### config.mk
export PLATFORM = sky130hd
export DESIGN_NAME = motionIoTop
export DESIGN_NICKNAME = d
export VERILOG_FILES = /design/src/hdl/robotCfgPkg.sv /design/src/hdl/robotRegPkg.sv /design/src/hdl/hostRegs.sv /design/src/hdl/servoChannel.sv /design/src/hdl/quadDecoder.sv /design/src/hdl/motionIoTop.sv
export SDC_FILE = /design/constraint.sdc
export NUM_CORES = 1
export LEC_CHECK = 0
export ABC_AREA = 1
export BUFFER_PORTS_ARGS = -buffer_cell sky130_fd_sc_hd__buf_2
export CAP_MARGIN = 25
export CORE_MARGIN = 5
export CORE_UTILIZATION = 42
export CTS_CLUSTER_SIZE = 10
export DETAILED_ROUTE_END_ITERATION = 6
export PLACE_DENSITY = 0.64
export SYNTH_ARGS = -nofsm -noshare
export SYNTH_HDL_FRONTEND = slang
export SYNTH_SLANG_ARGS = --single-unit
### constraint.sdc
create_clock -name OSC_FPGA -period 8.8 [get_ports OSC_FPGA]
set_clock_uncertainty 0.1 [all_clocks]
set_input_delay 0.88 -clock OSC_FPGA [delete_from_list [all_inputs] [get_ports OSC_FPGA]]
set_output_delay 0.88 -clock OSC_FPGA [all_outputs]
set_load 0.05 [all_outputs]
### src/hdl/robotCfgPkg.sv
package robotCfgPkg;

	// ------------------------------
	// Types
	// ------------------------------

	// Servo setpoint in percent, 0 to 200 for full throw
	typedef logic [7:0] percent_t;

	// Width or frame count in OSC_FPGA cycles
	typedef logic [31:0] pulseWidth_t;

	// Free running encoder count
	typedef logic [31:0] encCount_t;

	// ------------------------------
	// Servo timing
	// ------------------------------

	// 22 ms frame at 50 MHz
	localparam logic [31:0] framePeriodCycles = 32'd1100000;
	// 1.0 ms pulse at percent 0
	localparam logic [31:0] pulseLowLimit = 32'd50000;
	// 0.5 ms spread over 100 percent
	localparam logic [31:0] pulseRangeStep = 32'd250;
	// Rest position, motors stopped
	localparam logic [31:0] centerPercent = 32'd100;
	// Width for the rest setpoint, 1.5 ms
	localparam pulseWidth_t pulseRestWidth = pulseLowLimit + centerPercent * pulseRangeStep;

	// Encoder start at mid range so it never wraps in normal use
	localparam encCount_t encResetCount = 32'h80000000;

endpackage

### src/hdl/robotRegPkg.sv
package robotRegPkg;

	// ------------------------------
	// Bus widths
	// ------------------------------
	typedef logic [31:0] regWord_t;
	typedef logic [7:0] apbAddr_t;

	// ------------------------------
	// Register map, byte addresses
	// ------------------------------
	typedef enum apbAddr_t {
		CTRL        = 8'h00,
		LEFT_SPEED  = 8'h04,
		RIGHT_SPEED = 8'h08,
		PAN_POS     = 8'h0C,
		TILT_POS    = 8'h10,
		// Read only from here on
		ENC_LEFT    = 8'h14,
		ENC_RIGHT   = 8'h18,
		BOARD_ID    = 8'h1C
	} regAddr_e;

	// CTRL layout
	localparam int ctrlBits = 3;
	localparam logic [31:0] ctrlMotorSelBit = 32'd0;
	localparam logic [31:0] ctrlCamSelBit = 32'd1;
	localparam logic [31:0] ctrlAlarmBit = 32'd2;
	// Both selects on RC passthrough, alarm off
	localparam logic [ctrlBits-1:0] ctrlResetValue = '0;

	// Identification word returned to the host
	localparam regWord_t boardIdWord = 32'hDEADBEEF;

endpackage

### src/hdl/hostRegs.sv
`timescale 1ns/1ps

module hostRegs (
	input  logic                   OSC_FPGA,
	input  logic                   arstN_i,
	// APB slave
	input  logic                   psel_i,
	input  logic                   penable_i,
	input  logic                   pwrite_i,
	input  robotRegPkg::apbAddr_t  paddr_i,
	input  robotRegPkg::regWord_t  pwdata_i,
	output robotRegPkg::regWord_t  prdata_o,
	output logic                   pready_o,
	output logic                   pslverr_o,
	// Live encoder counts
	input  robotCfgPkg::encCount_t encLeft_i,
	input  robotCfgPkg::encCount_t encRight_i,
	// Setpoints to the servo channels
	output robotCfgPkg::percent_t  leftSpeed_o,
	output robotCfgPkg::percent_t  rightSpeed_o,
	output robotCfgPkg::percent_t  panPos_o,
	output robotCfgPkg::percent_t  tiltPos_o,
	output logic                   motorSel_o,
	output logic                   camSel_o,
	output logic                   alarm_o
);

	logic [robotRegPkg::ctrlBits-1:0] ctrlReg;
	robotCfgPkg::percent_t leftSpeedReg;
	robotCfgPkg::percent_t rightSpeedReg;
	robotCfgPkg::percent_t panPosReg;
	robotCfgPkg::percent_t tiltPosReg;

	robotRegPkg::regAddr_e addrSel;
	robotRegPkg::regWord_t readData;
	logic accessPhase;
	logic addrKnown;
	logic addrReadOnly;
	logic writeEn;

	// ------------------------------
	// Address decode
	// ------------------------------
	assign addrSel = robotRegPkg::regAddr_e'(paddr_i);

	always_comb
	begin
		addrKnown = 1'b1;
		addrReadOnly = 1'b0;
		readData = '0;
		case (addrSel)
			robotRegPkg::CTRL:
				readData = robotRegPkg::regWord_t'(ctrlReg);
			robotRegPkg::LEFT_SPEED:
				readData = robotRegPkg::regWord_t'(leftSpeedReg);
			robotRegPkg::RIGHT_SPEED:
				readData = robotRegPkg::regWord_t'(rightSpeedReg);
			robotRegPkg::PAN_POS:
				readData = robotRegPkg::regWord_t'(panPosReg);
			robotRegPkg::TILT_POS:
				readData = robotRegPkg::regWord_t'(tiltPosReg);
			robotRegPkg::ENC_LEFT:
			begin
				readData = encLeft_i;
				addrReadOnly = 1'b1;
			end
			robotRegPkg::ENC_RIGHT:
			begin
				readData = encRight_i;
				addrReadOnly = 1'b1;
			end
			robotRegPkg::BOARD_ID:
			begin
				readData = robotRegPkg::boardIdWord;
				addrReadOnly = 1'b1;
			end
			// Hole in the map
			default:
				addrKnown = 1'b0;
		endcase
	end

	// Zero wait states
	assign accessPhase = psel_i & penable_i;
	assign pready_o = accessPhase;
	assign prdata_o = readData;
	// Bad address, or a write aimed at a read only word
	assign pslverr_o = accessPhase & (~addrKnown | (pwrite_i & addrReadOnly));
	assign writeEn = accessPhase & pwrite_i & addrKnown & ~addrReadOnly;

	// ------------------------------
	// Writable registers
	// ------------------------------
	always_ff @(posedge OSC_FPGA or negedge arstN_i)
	begin
		if (!arstN_i)
		begin
			ctrlReg <= robotRegPkg::ctrlResetValue;
			leftSpeedReg <= robotCfgPkg::percent_t'(robotCfgPkg::centerPercent);
			rightSpeedReg <= robotCfgPkg::percent_t'(robotCfgPkg::centerPercent);
			panPosReg <= robotCfgPkg::percent_t'(robotCfgPkg::centerPercent);
			tiltPosReg <= robotCfgPkg::percent_t'(robotCfgPkg::centerPercent);
		end
		else if (writeEn)
		begin
			// Upper bits of the bus word are dropped
			case (addrSel)
				robotRegPkg::CTRL:
					ctrlReg <= pwdata_i[robotRegPkg::ctrlBits-1:0];
				robotRegPkg::LEFT_SPEED:
					leftSpeedReg <= robotCfgPkg::percent_t'(pwdata_i);
				robotRegPkg::RIGHT_SPEED:
					rightSpeedReg <= robotCfgPkg::percent_t'(pwdata_i);
				robotRegPkg::PAN_POS:
					panPosReg <= robotCfgPkg::percent_t'(pwdata_i);
				robotRegPkg::TILT_POS:
					tiltPosReg <= robotCfgPkg::percent_t'(pwdata_i);
				default:
					ctrlReg <= ctrlReg;
			endcase
		end
	end

	// Fan out to the channels
	assign leftSpeed_o = leftSpeedReg;
	assign rightSpeed_o = rightSpeedReg;
	assign panPos_o = panPosReg;
	assign tiltPos_o = tiltPosReg;
	assign motorSel_o = ctrlReg[robotRegPkg::ctrlMotorSelBit];
	assign camSel_o = ctrlReg[robotRegPkg::ctrlCamSelBit];
	assign alarm_o = ctrlReg[robotRegPkg::ctrlAlarmBit];

endmodule

### src/hdl/servoChannel.sv
`timescale 1ns/1ps

module servoChannel (
	input  logic                  OSC_FPGA,
	input  logic                  arstN_i,
	input  robotCfgPkg::percent_t setpoint_i,
	// 1 picks the generated pulse, 0 the RC receiver
	input  logic                  genSel_i,
	input  logic                  rcIn_i,
	output logic                  pulse_o
);

	robotCfgPkg::pulseWidth_t convWidth;
	robotCfgPkg::pulseWidth_t activeWidth;
	robotCfgPkg::pulseWidth_t frameCount;
	logic frameEnd;
	logic genPulse;

	// ------------------------------
	// Percent to cycles
	// ------------------------------
	always_ff @(posedge OSC_FPGA or negedge arstN_i)
	begin
		if (!arstN_i)
		begin
			convWidth <= robotCfgPkg::pulseRestWidth;
		end
		else
		begin
			// Low limit plus percent times step
			convWidth <= robotCfgPkg::pulseLowLimit
				+ robotCfgPkg::pulseWidth_t'(setpoint_i) * robotCfgPkg::pulseRangeStep;
		end
	end

	// ------------------------------
	// Frame counter
	// ------------------------------
	assign frameEnd = (frameCount == robotCfgPkg::framePeriodCycles - 1);

	always_ff @(posedge OSC_FPGA or negedge arstN_i)
	begin
		if (!arstN_i)
		begin
			frameCount <= '0;
			activeWidth <= robotCfgPkg::pulseRestWidth;
		end
		else if (frameEnd)
		begin
			frameCount <= '0;
			// New width only at frame start, never mid pulse
			activeWidth <= convWidth;
		end
		else
		begin
			frameCount <= frameCount + 1;
		end
	end

	// High for the first activeWidth cycles of each frame
	assign genPulse = (frameCount < activeWidth);

	// Source mux, RC input passes straight through
	assign pulse_o = genSel_i ? genPulse : rcIn_i;

endmodule

### src/hdl/quadDecoder.sv
`timescale 1ns/1ps

module quadDecoder (
	input  logic                   OSC_FPGA,
	input  logic                   arstN_i,
	input  logic                   encA_i,
	input  logic                   encB_i,
	output robotCfgPkg::encCount_t count_o
);

	// Step decision per cycle
	typedef enum logic [1:0] {
		STEP_NONE,
		STEP_UP,
		STEP_DOWN
	} step_e;

	logic [1:0] syncA;
	logic [1:0] syncB;
	logic [1:0] currPair;
	logic [1:0] prevPair;
	step_e step;
	robotCfgPkg::encCount_t countReg;

	// ------------------------------
	// Input synchronizers
	// ------------------------------
	always_ff @(posedge OSC_FPGA or negedge arstN_i)
	begin
		if (!arstN_i)
		begin
			syncA <= '0;
			syncB <= '0;
			prevPair <= '0;
		end
		else
		begin
			syncA <= {syncA[0], encA_i};
			syncB <= {syncB[0], encB_i};
			prevPair <= currPair;
		end
	end

	// Pair as {A, B}
	assign currPair = {syncA[1], syncB[1]};

	// Gray order 00 10 11 01 is forward
	always_comb
	begin
		case ({prevPair, currPair})
			4'b00_10, 4'b10_11, 4'b11_01, 4'b01_00:
				step = STEP_UP;
			4'b10_00, 4'b11_10, 4'b01_11, 4'b00_01:
				step = STEP_DOWN;
			// No change, or both bits moved at once
			default:
				step = STEP_NONE;
		endcase
	end

	always_ff @(posedge OSC_FPGA or negedge arstN_i)
	begin
		if (!arstN_i)
			countReg <= robotCfgPkg::encResetCount;
		else if (step == STEP_UP)
			countReg <= countReg + 1;
		else if (step == STEP_DOWN)
			countReg <= countReg - 1;
	end

	assign count_o = countReg;

endmodule

### src/hdl/motionIoTop.sv
`timescale 1ns/1ps

module motionIoTop (
	input  logic                  OSC_FPGA,
	input  logic                  arstN_i,
	// Host APB port
	input  logic                  psel_i,
	input  logic                  penable_i,
	input  logic                  pwrite_i,
	input  robotRegPkg::apbAddr_t paddr_i,
	input  robotRegPkg::regWord_t pwdata_i,
	output robotRegPkg::regWord_t prdata_o,
	output logic                  pready_o,
	output logic                  pslverr_o,
	// RC receiver channels
	input  logic                  rcLeftElev_i,
	input  logic                  rcRightAile_i,
	input  logic                  rcPanRudd_i,
	input  logic                  rcTiltThro_i,
	// Wheel encoders
	input  logic                  encLeftA_i,
	input  logic                  encLeftB_i,
	input  logic                  encRightA_i,
	input  logic                  encRightB_i,
	// Servo and alarm outputs
	output logic                  motorLeft_o,
	output logic                  motorRight_o,
	output logic                  camPan_o,
	output logic                  camTilt_o,
	output logic                  alarm_o
);

	robotCfgPkg::percent_t leftSpeed;
	robotCfgPkg::percent_t rightSpeed;
	robotCfgPkg::percent_t panPos;
	robotCfgPkg::percent_t tiltPos;
	robotCfgPkg::encCount_t encLeftCount;
	robotCfgPkg::encCount_t encRightCount;
	logic motorSel;
	logic camSel;

	// ------------------------------
	// Host registers
	// ------------------------------
	hostRegs regs (
		.OSC_FPGA     (OSC_FPGA),
		.arstN_i      (arstN_i),
		.psel_i       (psel_i),
		.penable_i    (penable_i),
		.pwrite_i     (pwrite_i),
		.paddr_i      (paddr_i),
		.pwdata_i     (pwdata_i),
		.prdata_o     (prdata_o),
		.pready_o     (pready_o),
		.pslverr_o    (pslverr_o),
		.encLeft_i    (encLeftCount),
		.encRight_i   (encRightCount),
		.leftSpeed_o  (leftSpeed),
		.rightSpeed_o (rightSpeed),
		.panPos_o     (panPos),
		.tiltPos_o    (tiltPos),
		.motorSel_o   (motorSel),
		.camSel_o     (camSel),
		.alarm_o      (alarm_o)
	);

	// ------------------------------
	// Servo channels
	// ------------------------------
	// Motor pair shares one select
	servoChannel servoLeft (
		.OSC_FPGA   (OSC_FPGA),
		.arstN_i    (arstN_i),
		.setpoint_i (leftSpeed),
		.genSel_i   (motorSel),
		.rcIn_i     (rcLeftElev_i),
		.pulse_o    (motorLeft_o)
	);

	servoChannel servoRight (
		.OSC_FPGA   (OSC_FPGA),
		.arstN_i    (arstN_i),
		.setpoint_i (rightSpeed),
		.genSel_i   (motorSel),
		.rcIn_i     (rcRightAile_i),
		.pulse_o    (motorRight_o)
	);

	// Camera pair on the other select
	servoChannel servoPan (
		.OSC_FPGA   (OSC_FPGA),
		.arstN_i    (arstN_i),
		.setpoint_i (panPos),
		.genSel_i   (camSel),
		.rcIn_i     (rcPanRudd_i),
		.pulse_o    (camPan_o)
	);

	servoChannel servoTilt (
		.OSC_FPGA   (OSC_FPGA),
		.arstN_i    (arstN_i),
		.setpoint_i (tiltPos),
		.genSel_i   (camSel),
		.rcIn_i     (rcTiltThro_i),
		.pulse_o    (camTilt_o)
	);

	// ------------------------------
	// Encoder counters
	// ------------------------------
	quadDecoder decLeft (
		.OSC_FPGA (OSC_FPGA),
		.arstN_i  (arstN_i),
		.encA_i   (encLeftA_i),
		.encB_i   (encLeftB_i),
		.count_o  (encLeftCount)
	);

	quadDecoder decRight (
		.OSC_FPGA (OSC_FPGA),
		.arstN_i  (arstN_i),
		.encA_i   (encRightA_i),
		.encB_i   (encRightB_i),
		.count_o  (encRightCount)
	);

endmodule

==> results of run 1 <==
[cell usage after synthesis (all sizes together) (16+ instances only)]
cell type | number | area, um^2
xor2 | 133 | 1165
buf | 21 | 122.6
a21oi | 157 | 804.5
nand4 | 74 | 462.9
clkbuf | 16 | 61.30
dfrtp | 289 | 7232
ha | 282 | 3528
fa | 86 | 1722
nor3 | 115 | 596.8
inv | 638 | 2395
xnor2 | 40 | 350.3
nand2 | 883 | 3329
nor4 | 34 | 219.0
nor2 | 312 | 1196
nand3 | 195 | 975.9
o21ai | 224 | 1129
or2 | 19 | 121.4
o22ai | 19 | 118.9
dfstp | 78 | 2049
[final cells by class]
cell class / count / area share (%)
Clock buffer: 74 / 4.282
Inverter: 639 / 7.744
Sequential cell: 367 / 29.97
Tap cell: 873 / 3.527
Clock inverter: 9 / 0.2868
Multi-Input combinational cell: 2650 / 52.67
Timing Repair Buffer: 77 / 1.527
[power by group through the flow]
stage | registers [W] | logic [W] | clock network [W]
2_1_floorplan | 0.00199 | 0.00176 | 0
3_5_place_dp | 0.00204 | 0.00233 | 0
3_3_place_gp | 0.00204 | 0.00230 | 0
6_report | 0.00202 | 0.00236 | 0.00178
5_1_grt | 0.00203 | 0.00269 | 0.00192
4_1_cts | 0.00202 | 0.00234 | 0.00185
[flip-flops by register name (all words and copies together), names as in the netlist, 32 cells and up]
signal	flops
decLeft.count_o	32
decRight.count_o	32
servoLeft.frameCount	32
servoPan.frameCount	32
servoRight.frameCount	32
servoTilt.frameCount	32
[worst paths after layout]
check / startpoint / endpoint / slack, ns / cells past startpoint
worst max-delay path: paddr_i[0] / prdata_o[0] / 4.31 / 10
worst min-delay path: arstN_i / servoRight.frameCount[27]$_DFF_PN0_ / 0.19 / 1
worst max register to register: regs.panPos_o[2]$_DFFE_PN1P_ / servoPan.convWidth[14]$_DFF_PN0_ / 4.34 / 17
max in group asynchronous: arstN_i / servoTilt.frameCount[16]$_DFF_PN0_ / 7.05 / 2
min in group OSC_FPGA: decRight.syncA[0]$_DFF_PN0_ / decRight.syncA[1]$_DFF_PN0_ / 0.25 / 0
worst min register to register: decRight.syncA[0]$_DFF_PN0_ / decRight.syncA[1]$_DFF_PN0_ / 0.25 / 0
[stage by stage]
step	power (W)	cell area (um^2)	std cells	hold WS, ns	utilization [%]
2_1_floorplan	0.003744	28170	3693	0.2312	-
3_3_place_gp	0.004342	29500	4604	0.2331	44.17
3_5_place_dp	0.004369	29530	4605	0.2355	44.21
4_1_cts	0.006207	30950	4688	0.1935	46.33
5_1_grt	0.006647	30970	4689	0.2377	46.37
6_report	0.006156	30970	4689	0.1926	46.37
[worst max-delay path: cells and delay by family]
kind | cells | cell delay (ns)
compound gates | 1 | 0.14
buf+inv | 3 | 0.92
simple gates | 6 | 1.54
[cells by family (layout without fill, tap and decap cells)]
group	count (synthesis)	in the layout	share of synthesized area (%)
compound gates	447	447	8.605
fa+ha+maj	368	368	18.64
buf+inv	676	799	9.169
simple gates	1662	1662	25.25
xor+xnor	173	173	5.380
flops	367	367	32.95
[metal layers]
metal	wire length, um	track usage (%)	share of wire [%]
met4	2117	5.633	3.1
met2	30220	30.80	44
met1	32850	27.31	48
met5	0	0	0
met3	3319	2.801	4.8
==> results.sh, run 1 <==
export IMPL_status="complete, no violations"
export IMPL_drt_wirelength_per_cell_um=14.61
export IMPL_groute_usage_overall_pct=19.24
export IMPL_final_period_utilization_pct=51.07
export IMPL_floorplan_initialDensity_pct=42.16
export IMPL_grt_start_max_net_pins=140
export IMPL_worstSetupStartpointType="input pin"
export IMPL_cts_root_to_sink_buffers=3
export IMPL_synthFlopType="dfrtp_1"
export IMPL_synthesis_yosys_warnings=0
export IMPL_power_density_mw_per_mm2=198.8
export IMPL_global_route_overflow_total=0
export IMPL_floorplan_die_area_mm2=0.07234
export IMPL_maxSlewHeadroom_pct=37.35
export IMPL_max_vdd_ir_drop_v=0.0002013
export IMPL_fmax_ghz=0.2225
export IMPL_insertedDiodeCount=0
export IMPL_nFillCells=6717
export IMPL_cts_resized=0
export IMPL_worst_setup_path_type="in -> out"
export IMPL_final_cell_mix="nand2_1, inv_1, nor2_1"
export IMPL_drive_gt1_share_pct=6.709
export IMPL_synth_async_sr_flop_share_pct=100.0
export IMPL_drt_vias_per_instance=5.026
export IMPL_cp_required_ns=7.82
export IMPL_synthToLayoutAreaGrowth_pct=9.969
export IMPL_per_instance_average_area_after_synthesis_um2=7.627
export IMPL_synth_enable_flop_cells=0
export IMPL_num_io_pins=92
export IMPL_post_route_min_period_ns=4.494
export IMPL_p_clk_share_pct=28.9
export IMPL_first_iter_violations=1377
export IMPL_drcViolationCount=0
export IMPL_grt_pass1_wl_um=115400
export IMPL_rsz0062_at_grt="no"
export IMPL_cts_max_level=2
export IMPL_netlist_cell_type_count=53
export IMPL_static_leakage_power_nw=15.69
export IMPL_dp_worst_setup_slack_ns=4.317
export IMPL_power_share_sequential_pct=32.8
export IMPL_half_perimeter_wire_length_of_the_detailed_placement_result_um=53790
export IMPL_final_common_cell="nand2_1"
export IMPL_ff_latch_count_synth=367
export IMPL_cts_buffers_inserted=46
export IMPL_critPathArrivalTime_ns=3.51
export IMPL_antenna_violations_before_repair=0
export IMPL_insertion_delay_ns=0.60
export IMPL_portBuffers=67
export IMPL_clkTransAtPathRegs_ns=0.05
export IMPL_hold_viol=0
export IMPL_postCtsHoldBufs=0
export IMPL_die_width_um=269.0
export IMPL_post_cts_repair_setup_buffers=0
export IMPL_via_count_of_the_first_global_routing_pass=23180
export IMPL_multi_input_logic_area_mm2=0.01631
export IMPL_timing_critical_path_cells="buf_2, or2_1, nor3_1, nand2_1, clkinv_1, nand2_1, o21ai_0, nor3_1, nand3_1, buf_2"
export IMPL_cap_viol_max_count=0
export IMPL_root_buffer="clkbuf_16"
export IMPL_ff_latch_area_mm2=0.009281
export IMPL_type_of_destination_of_the_critical_path="output port"
export IMPL_timing_setup_tns_ns=0
export IMPL_slowest_library_cell_on_the_worst_path="nand2_1"
export IMPL_power_switching_fraction_pct=39.78
export IMPL_setup_violations_final=0
export IMPL_final_net_count=4202
export IMPL_dieHeight_um=269.0
export IMPL_power_switching_w=0.002449
export IMPL_synth_seq_area_share_pct=32.95
export IMPL_mappedNetlistNets=4114
export IMPL_place_congestion=0.9557
export IMPL_post_synth_inst_count=3693
export IMPL_synthesis_area_mm2=0.02817
export IMPL_numClockSinks=367
export IMPL_core_area_mm2=0.06680
export IMPL_worst_slew_pin_transition_ns=0.9325
export IMPL_cellInternalPower_w=0.003707
export IMPL_drt_pass1_iter_count=6
export IMPL_power_frac_comb_pct=38.3
export IMPL_report_final_slew_viol_count=0
export IMPL_fin_ws_ns=4.306
export IMPL_drt_total_wl_um=68510
export IMPL_ant_nets=0
export IMPL_timing_critical_path_fanout_max=18
export IMPL_cts_tree="done"
export IMPL_placement_rows=95
export IMPL_min_delay_path_class="in -> async"
export IMPL_slowest_delay_ns=0.57
export IMPL_count_of_vias_placed_by_the_detailed_router=23570
No activity file was read; power rests on OpenSTA's default activity.
==> run 2: changes to the inputs <==
- clock period: 8.8 -> 4.26 ns (I/O delays scaled with it)
==> results.sh, run 2 (synthesis gave the netlist of run 1 again) <==
export IMPL_status="complete, no violations"
export IMPL_worstSetupStartpointType="register"
export IMPL_global_route_overflow_total=0
export IMPL_cts_max_level=2
export IMPL_die_width_um=269.0
export IMPL_drt_total_wl_um=70570
export IMPL_crit_reg2reg_launch="regs.leftSpeed_o[2]$_DFFE_PN1P_"
export IMPL_nFillCells=6632
export IMPL_core_area_mm2=0.06680
export IMPL_drcViolationCount=0
export IMPL_worst_slew_pin_transition_ns=1.013
export IMPL_gr_usage_met3_pct=3.440
export IMPL_count_of_vias_placed_by_the_detailed_router=24000
export IMPL_report_final_slew_viol_count=0
export IMPL_fmax_ghz=0.2431
export IMPL_num_io_pins=92
export IMPL_final_net_count=4281
export IMPL_insertion_delay_ns=0.61
export IMPL_type_of_destination_of_the_critical_path="register"
export IMPL_timing_critical_path_fanout_max=4
export IMPL_worst_setup_path_type="reg -> reg"
export IMPL_floorplan_die_area_mm2=0.07234
export IMPL_max_vdd_ir_drop_v=0.0005168
export IMPL_place_congestion=0.9730
export IMPL_drt_wirelength_per_cell_um=14.79
export IMPL_root_buffer="clkbuf_16"
export IMPL_drive_gt1_share_pct=11.57
export IMPL_rr_worst_depth=17
export IMPL_drt_vias_per_instance=5.030
export IMPL_cts_tree="done"
export IMPL_via_count_of_the_first_global_routing_pass=23590
export IMPL_hold_start="pwdata_i[2]"
export IMPL_critPathArrivalTime_ns=4.51
export IMPL_grt_start_max_net_pins=134
export IMPL_synthToLayoutAreaGrowth_pct=14.82
export IMPL_portBuffers=67
export IMPL_hold_viol=0
export IMPL_cp_required_ns=4.65
export IMPL_final_period_utilization_pct=96.56
export IMPL_cts_root_to_sink_buffers=3
export IMPL_final_common_cell="nand2_1"
export IMPL_dieHeight_um=269.0
export IMPL_grt_pass1_wl_um=117400
export IMPL_final_cell_mix="nand2_1, inv_1, nor2_1"
export IMPL_layout_cell_area_non_filler_mm2=0.03234
export IMPL_grtUsageMet2_pct=31.10
export IMPL_static_leakage_power_nw=16.18
export IMPL_placement_rows=95
export IMPL_post_route_min_period_ns=4.114
export IMPL_half_perimeter_wire_length_of_the_detailed_placement_result_um=54390
export IMPL_postPlaceCellArea_mm2=0.02996
export IMPL_ant_nets=0
export IMPL_groute_usage_overall_pct=19.51
export IMPL_clkTransAtPathRegs_ns=0.06
export IMPL_min_delay_path_class="in -> reg"
export IMPL_regToRegSetupSlack_ns=0.15
export IMPL_insertedDiodeCount=0
export IMPL_maxSlewHeadroom_pct=31.93
export IMPL_met1_resource_use_gr_pct=27.52
export IMPL_setup_violations_final=0
export IMPL_timing_setup_tns_ns=0
export IMPL_critical_path_reg2reg_endpoint="servoLeft.convWidth[14]$_DFF_PN0_"
export IMPL_cap_viol_max_count=0
export IMPL_floorplan_initialDensity_pct=42.16
export IMPL_power_density_mw_per_mm2=410.0
export IMPL_numClockSinks=367
export IMPL_end_point_of_the_worst_hold_path="regs.rightSpeed_o[2]$_DFFE_PN1P_"
export IMPL_cts_buffers_inserted=48
export IMPL_first_iter_violations=1446
export IMPL_drt_pass1_iter_count=6
export IMPL_min_path_cells=3
export IMPL_grt_most_used_layer="met2"
export IMPL_antenna_violations_before_repair=0
[run 2: cell count changes in the layout (fill, tap and decap cells not counted), moves of 16 or more]
cell	before	now
buf_4	7	76
nand2_1	881	843
nand2_2	0	36
ha_1	282	263
ha_4	0	18
a21oi_1	152	136
[run 2: cell type report]
cell class | instances | area [um^2] | area share (%)
clock inverter | 14 | 252.7 | 0.7815
timing repair buffer | 154 | 1059 | 3.273
clock buffer | 75 | 1373 | 4.244
sequential | 367 | 9288 | 28.72
multi-input combinational | 2650 | 16880 | 52.19
inverter | 639 | 2399 | 7.416
tap | 873 | 1092 | 3.377
[run 2: how the worst max path moves through the flow]
stage	start	to	slack [ns]	cells after the start
2_1_floorplan	regs.panPos_o[2]$_DFFE_PN1P_	servoPan.convWidth[14]$_DFF_PN0_	0.11	17
3_3_place_gp	regs.leftSpeed_o[2]$_DFFE_PN1P_	servoLeft.convWidth[15]$_DFF_PN0_	0.004	20
3_5_place_dp	regs.rightSpeed_o[2]$_DFFE_PN1P_	servoRight.convWidth[15]$_DFF_PN0_	-0.009	20
4_1_cts	regs.leftSpeed_o[2]$_DFFE_PN1P_	servoLeft.convWidth[15]$_DFF_PN0_	0.002	18
5_1_grt	regs.leftSpeed_o[2]$_DFFE_PN1P_	servoLeft.convWidth[15]$_DFF_PN0_	-0.04	19
6_report	regs.leftSpeed_o[2]$_DFFE_PN1P_	servoLeft.convWidth[14]$_DFF_PN0_	0.15	17
[run 2: metrics by stage]
stage | std cells | utilization (%) | setup WS, ns | total power [W] | hold WS [ns]
2_1_floorplan | 3693 | - | 0.1082 | 0.007734 | 0.03041
3_3_place_gp | 4662 | 44.85 | 0.003814 | 0.008997 | 0.2187
3_5_place_dp | 4662 | 44.85 | -0.009251 | 0.009056 | 0.2217
4_1_cts | 4759 | 47.46 | 0.001939 | 0.01331 | 0.006106
5_1_grt | 4772 | 48.41 | -0.04428 | 0.01427 | 0.02409
6_report | 4772 | 48.41 | 0.1464 | 0.01326 | 0.06076
[run 2: worst max-delay path: stages, from the launching register on]
cell     delay, ns
dfstp_2       0.57
fa_1          0.45
xor2_1        0.18
ha_1          0.29
fa_1          0.51
inv_1         0.05
fa_1          0.49
inv_1         0.06
ha_4          0.25
nand2_1       0.05
nand2_1       0.06
inv_1         0.07
o21ai_2       0.08
xnor2_2       0.24
nand3_1       0.14
and2b_2       0.24
nand3_1       0.09
nand2_1       0.05
[run 2: report_power, final]
group	switching (W)	total [W]	leakage [nW]	internal [W]
Combinational	0.00326	0.00495	10.9	0.00169
Sequential	0.000289	0.00416	4.46	0.00387
Clock	0.00162	0.00415	0.787	0.00253
[run 2: metal layers]
layer | routed length [um] | vias up | share of wire (%)
met5 | 0 | - | 0
met4 | 2050 | 0 | 2.9
met1 | 33230 | 11150 | 47
met3 | 3898 | 119 | 5.5
met2 | 31390 | 527 | 44
li1 | - | 12210 | -
[run 2: timing repair]
action | in CTS | in global routing
pin swaps | 4 | 69
hold buffers | 6 | 0
cloned | 0 | 0
endpoints found under the setup margin | 7 | 31
buffers inserted | 2 | 12
hold endpoints to repair | 38 | 0
resized for setup | 7 | 130
==> run 3: changes to the inputs <==
- clock period: 4.26 -> 3.95 ns (I/O delays scaled with it)
==> results.sh, run 3 (synthesis gave the netlist of run 1 again) <==
export IMPL_antenna_violations_before_repair=0
export IMPL_report_final_slew_viol_count=0
export IMPL_drt_pass1_iter_count=5
export IMPL_cts_root_to_sink_buffers=3
export IMPL_worst_slew_pin_transition_ns=0.9192
export IMPL_setup_violations_final=24
export IMPL_die_width_um=269.0
export IMPL_floorplan_die_area_mm2=0.07234
export IMPL_insertedDiodeCount=0
export IMPL_first_iter_violations=1472
export IMPL_floorplan_initialDensity_pct=42.16
export IMPL_fmax_ghz=0.2403
export IMPL_min_delay_path_class="in -> reg"
export IMPL_clkTransAtPathRegs_ns=0.06
export IMPL_critPathArrivalTime_ns=4.54
export IMPL_cts_tree="done"
export IMPL_drcViolationCount=0
export IMPL_worst_path_most_repeated_cell="inv_1"
export IMPL_core_area_mm2=0.06680
export IMPL_place_congestion=0.9713
export IMPL_cp_required_ns=4.33
export IMPL_drt_wirelength_per_cell_um=14.67
export IMPL_max_vdd_ir_drop_v=0.0005408
export IMPL_final_net_count=4391
export IMPL_timing_critical_path_cells="inv_1, fa_1, inv_1, fa_1, fa_1, ha_1, ha_4, inv_1, o21ai_0, nand3_1, nand2_1, a21oi_2, xor2_1, inv_1, nand3_1, nand2_1"
export IMPL_worstSetupStartpointType="register"
export IMPL_worst_setup_path_type="reg -> reg"
export IMPL_cap_viol_max_count=0
export IMPL_grt_pass1_wl_um=118400
export IMPL_rr_worst_depth=16
export IMPL_final_cell_mix="nand2_1, inv_1, nor2_1"
export IMPL_cts_buffers_inserted=48
export IMPL_insertion_delay_ns=0.61
export IMPL_drt_total_wl_um=71590
export IMPL_fin_ws_ns=-0.2108
export IMPL_hold_viol=0
export IMPL_grt_start_max_net_pins=110
export IMPL_count_of_vias_placed_by_the_detailed_router=24470
export IMPL_rsz0062_at_grt="yes"
export IMPL_placement_rows=95
export IMPL_dieHeight_um=269.0
export IMPL_post_route_min_period_ns=4.161
export IMPL_groute_usage_overall_pct=19.79
export IMPL_timing_critical_path_fanout_max=4
export IMPL_global_route_overflow_total=0
export IMPL_slowest_library_cell_on_the_worst_path="dfstp_2"
export IMPL_numClockSinks=367
export IMPL_maxSlewHeadroom_pct=38.25
export IMPL_drive_gt1_share_pct=16.22
export IMPL_timing_hold_ws_ns=0.06054
export IMPL_status="complete, but fails checks"
export IMPL_num_io_pins=92
export IMPL_final_common_cell="nand2_1"
export IMPL_failed_checks="setup timing"
export IMPL_half_perimeter_wire_length_of_the_detailed_placement_result_um=55910
export IMPL_nFillCells=6539
export IMPL_ant_nets=0
export IMPL_cts_max_level=2
export IMPL_synthToLayoutAreaGrowth_pct=19.43
export IMPL_slowest_delay_ns=0.52
export IMPL_via_count_of_the_first_global_routing_pass=23870
export IMPL_min_path_cells=3
export IMPL_final_period_utilization_pct=105.3
export IMPL_type_of_destination_of_the_critical_path="register"
export IMPL_static_leakage_power_nw=16.81
export IMPL_portBuffers=67
export IMPL_drt_vias_per_instance=5.013
export IMPL_dp_worst_setup_slack_ns=-0.2603
export IMPL_power_density_mw_per_mm2=424.5
export IMPL_root_buffer="clkbuf_16"
-- run 3: repair_timing --
| action | in CTS | in global routing |
|---|---|---|
| hold buffers | 11 | 0 |
| endpoints found under the setup margin | 29 | 36 |
| gates resized for setup | 85 | 145 |
| hold endpoints to repair | 64 | 0 |
| pin swaps | 53 | 103 |
| buffers inserted | 6 | 10 |
-- run 3: routing by layer --
layer | global-route usage, % | vias up | wire, um
li1 | - | 12440 | -
met1 | 27.52 | 11380 | 33470
met2 | 32.12 | 531 | 32330
met3 | 3.613 | 114 | 4043
met4 | 5.109 | 0 | 1753
met5 | 0 | - | 0
-- run 3: critical path, delay by kind of cell, from the launching register on --
family / cells / cell delay (ns)
buf+inv: 4 / 0.33
flops: 1 / 0.52
compound gates: 2 / 0.40
fa+ha+maj: 5 / 2.06
simple gates: 4 / 0.42
xor+xnor: 1 / 0.21
-- run 3: worst paths after layout --
| check | slack [ns] | end | startpoint |
|---|---|---|---|
| worst max-delay path | -0.21 | servoRight.convWidth[15]$_DFF_PN0_ | regs.rightSpeed_o[6]$_DFFE_PN1P_ |
| worst min-delay path | 0.06 | regs.leftSpeed_o[7]$_DFFE_PN0P_ | pwdata_i[7] |
| worst max register to register | -0.21 | servoRight.convWidth[15]$_DFF_PN0_ | regs.rightSpeed_o[6]$_DFFE_PN1P_ |
| worst min register to register | 0.25 | decRight.syncB[1]$_DFF_PN0_ | decRight.syncB[0]$_DFF_PN0_ |
| max in group asynchronous | 2.41 | decRight.count_o[23]$_DFFE_PN0P_ | arstN_i |
| min in group asynchronous | 0.25 | servoLeft.activeWidth[12]$_DFFE_PN0N_ | arstN_i |
-- run 3: layout make-up --
cell class                      count  area (um^2)  area share, %
Multi-Input combinational cell   2650        17320          51.49
Sequential cell                   367         9286          27.61
Inverter                          639         2399          7.131
Timing Repair Buffer              264         1941          5.769
Clock buffer                       73         1365          4.058
Tap cell                          873         1092          3.247
Clock inverter                     15        234.0         0.6956
-- run 3: metrics by stage --
stage / utilization, % / power (W) / instances / TNS [ns] / cell area [um^2]
CTS: 49.47 / 0.01432 / 4875 / -2.327 / 33050
global route: 50.35 / 0.01537 / 4881 / -8.303 / 33640
global placement: 46.35 / 0.009736 / 4771 / -2.245 / 30960
floorplan: - / 0.008350 / 3693 / -0.01373 / 28330
detailed placement: 46.35 / 0.009787 / 4771 / -3.435 / 30960
finish: 50.35 / 0.01428 / 4881 / -2.524 / 33640
-- run 3: power by group --
group          total (W)  internal, W  switching (W)
Sequential       0.00448      0.00418       0.000301
Combinational    0.00540      0.00188        0.00352
Clock            0.00440      0.00266        0.00174
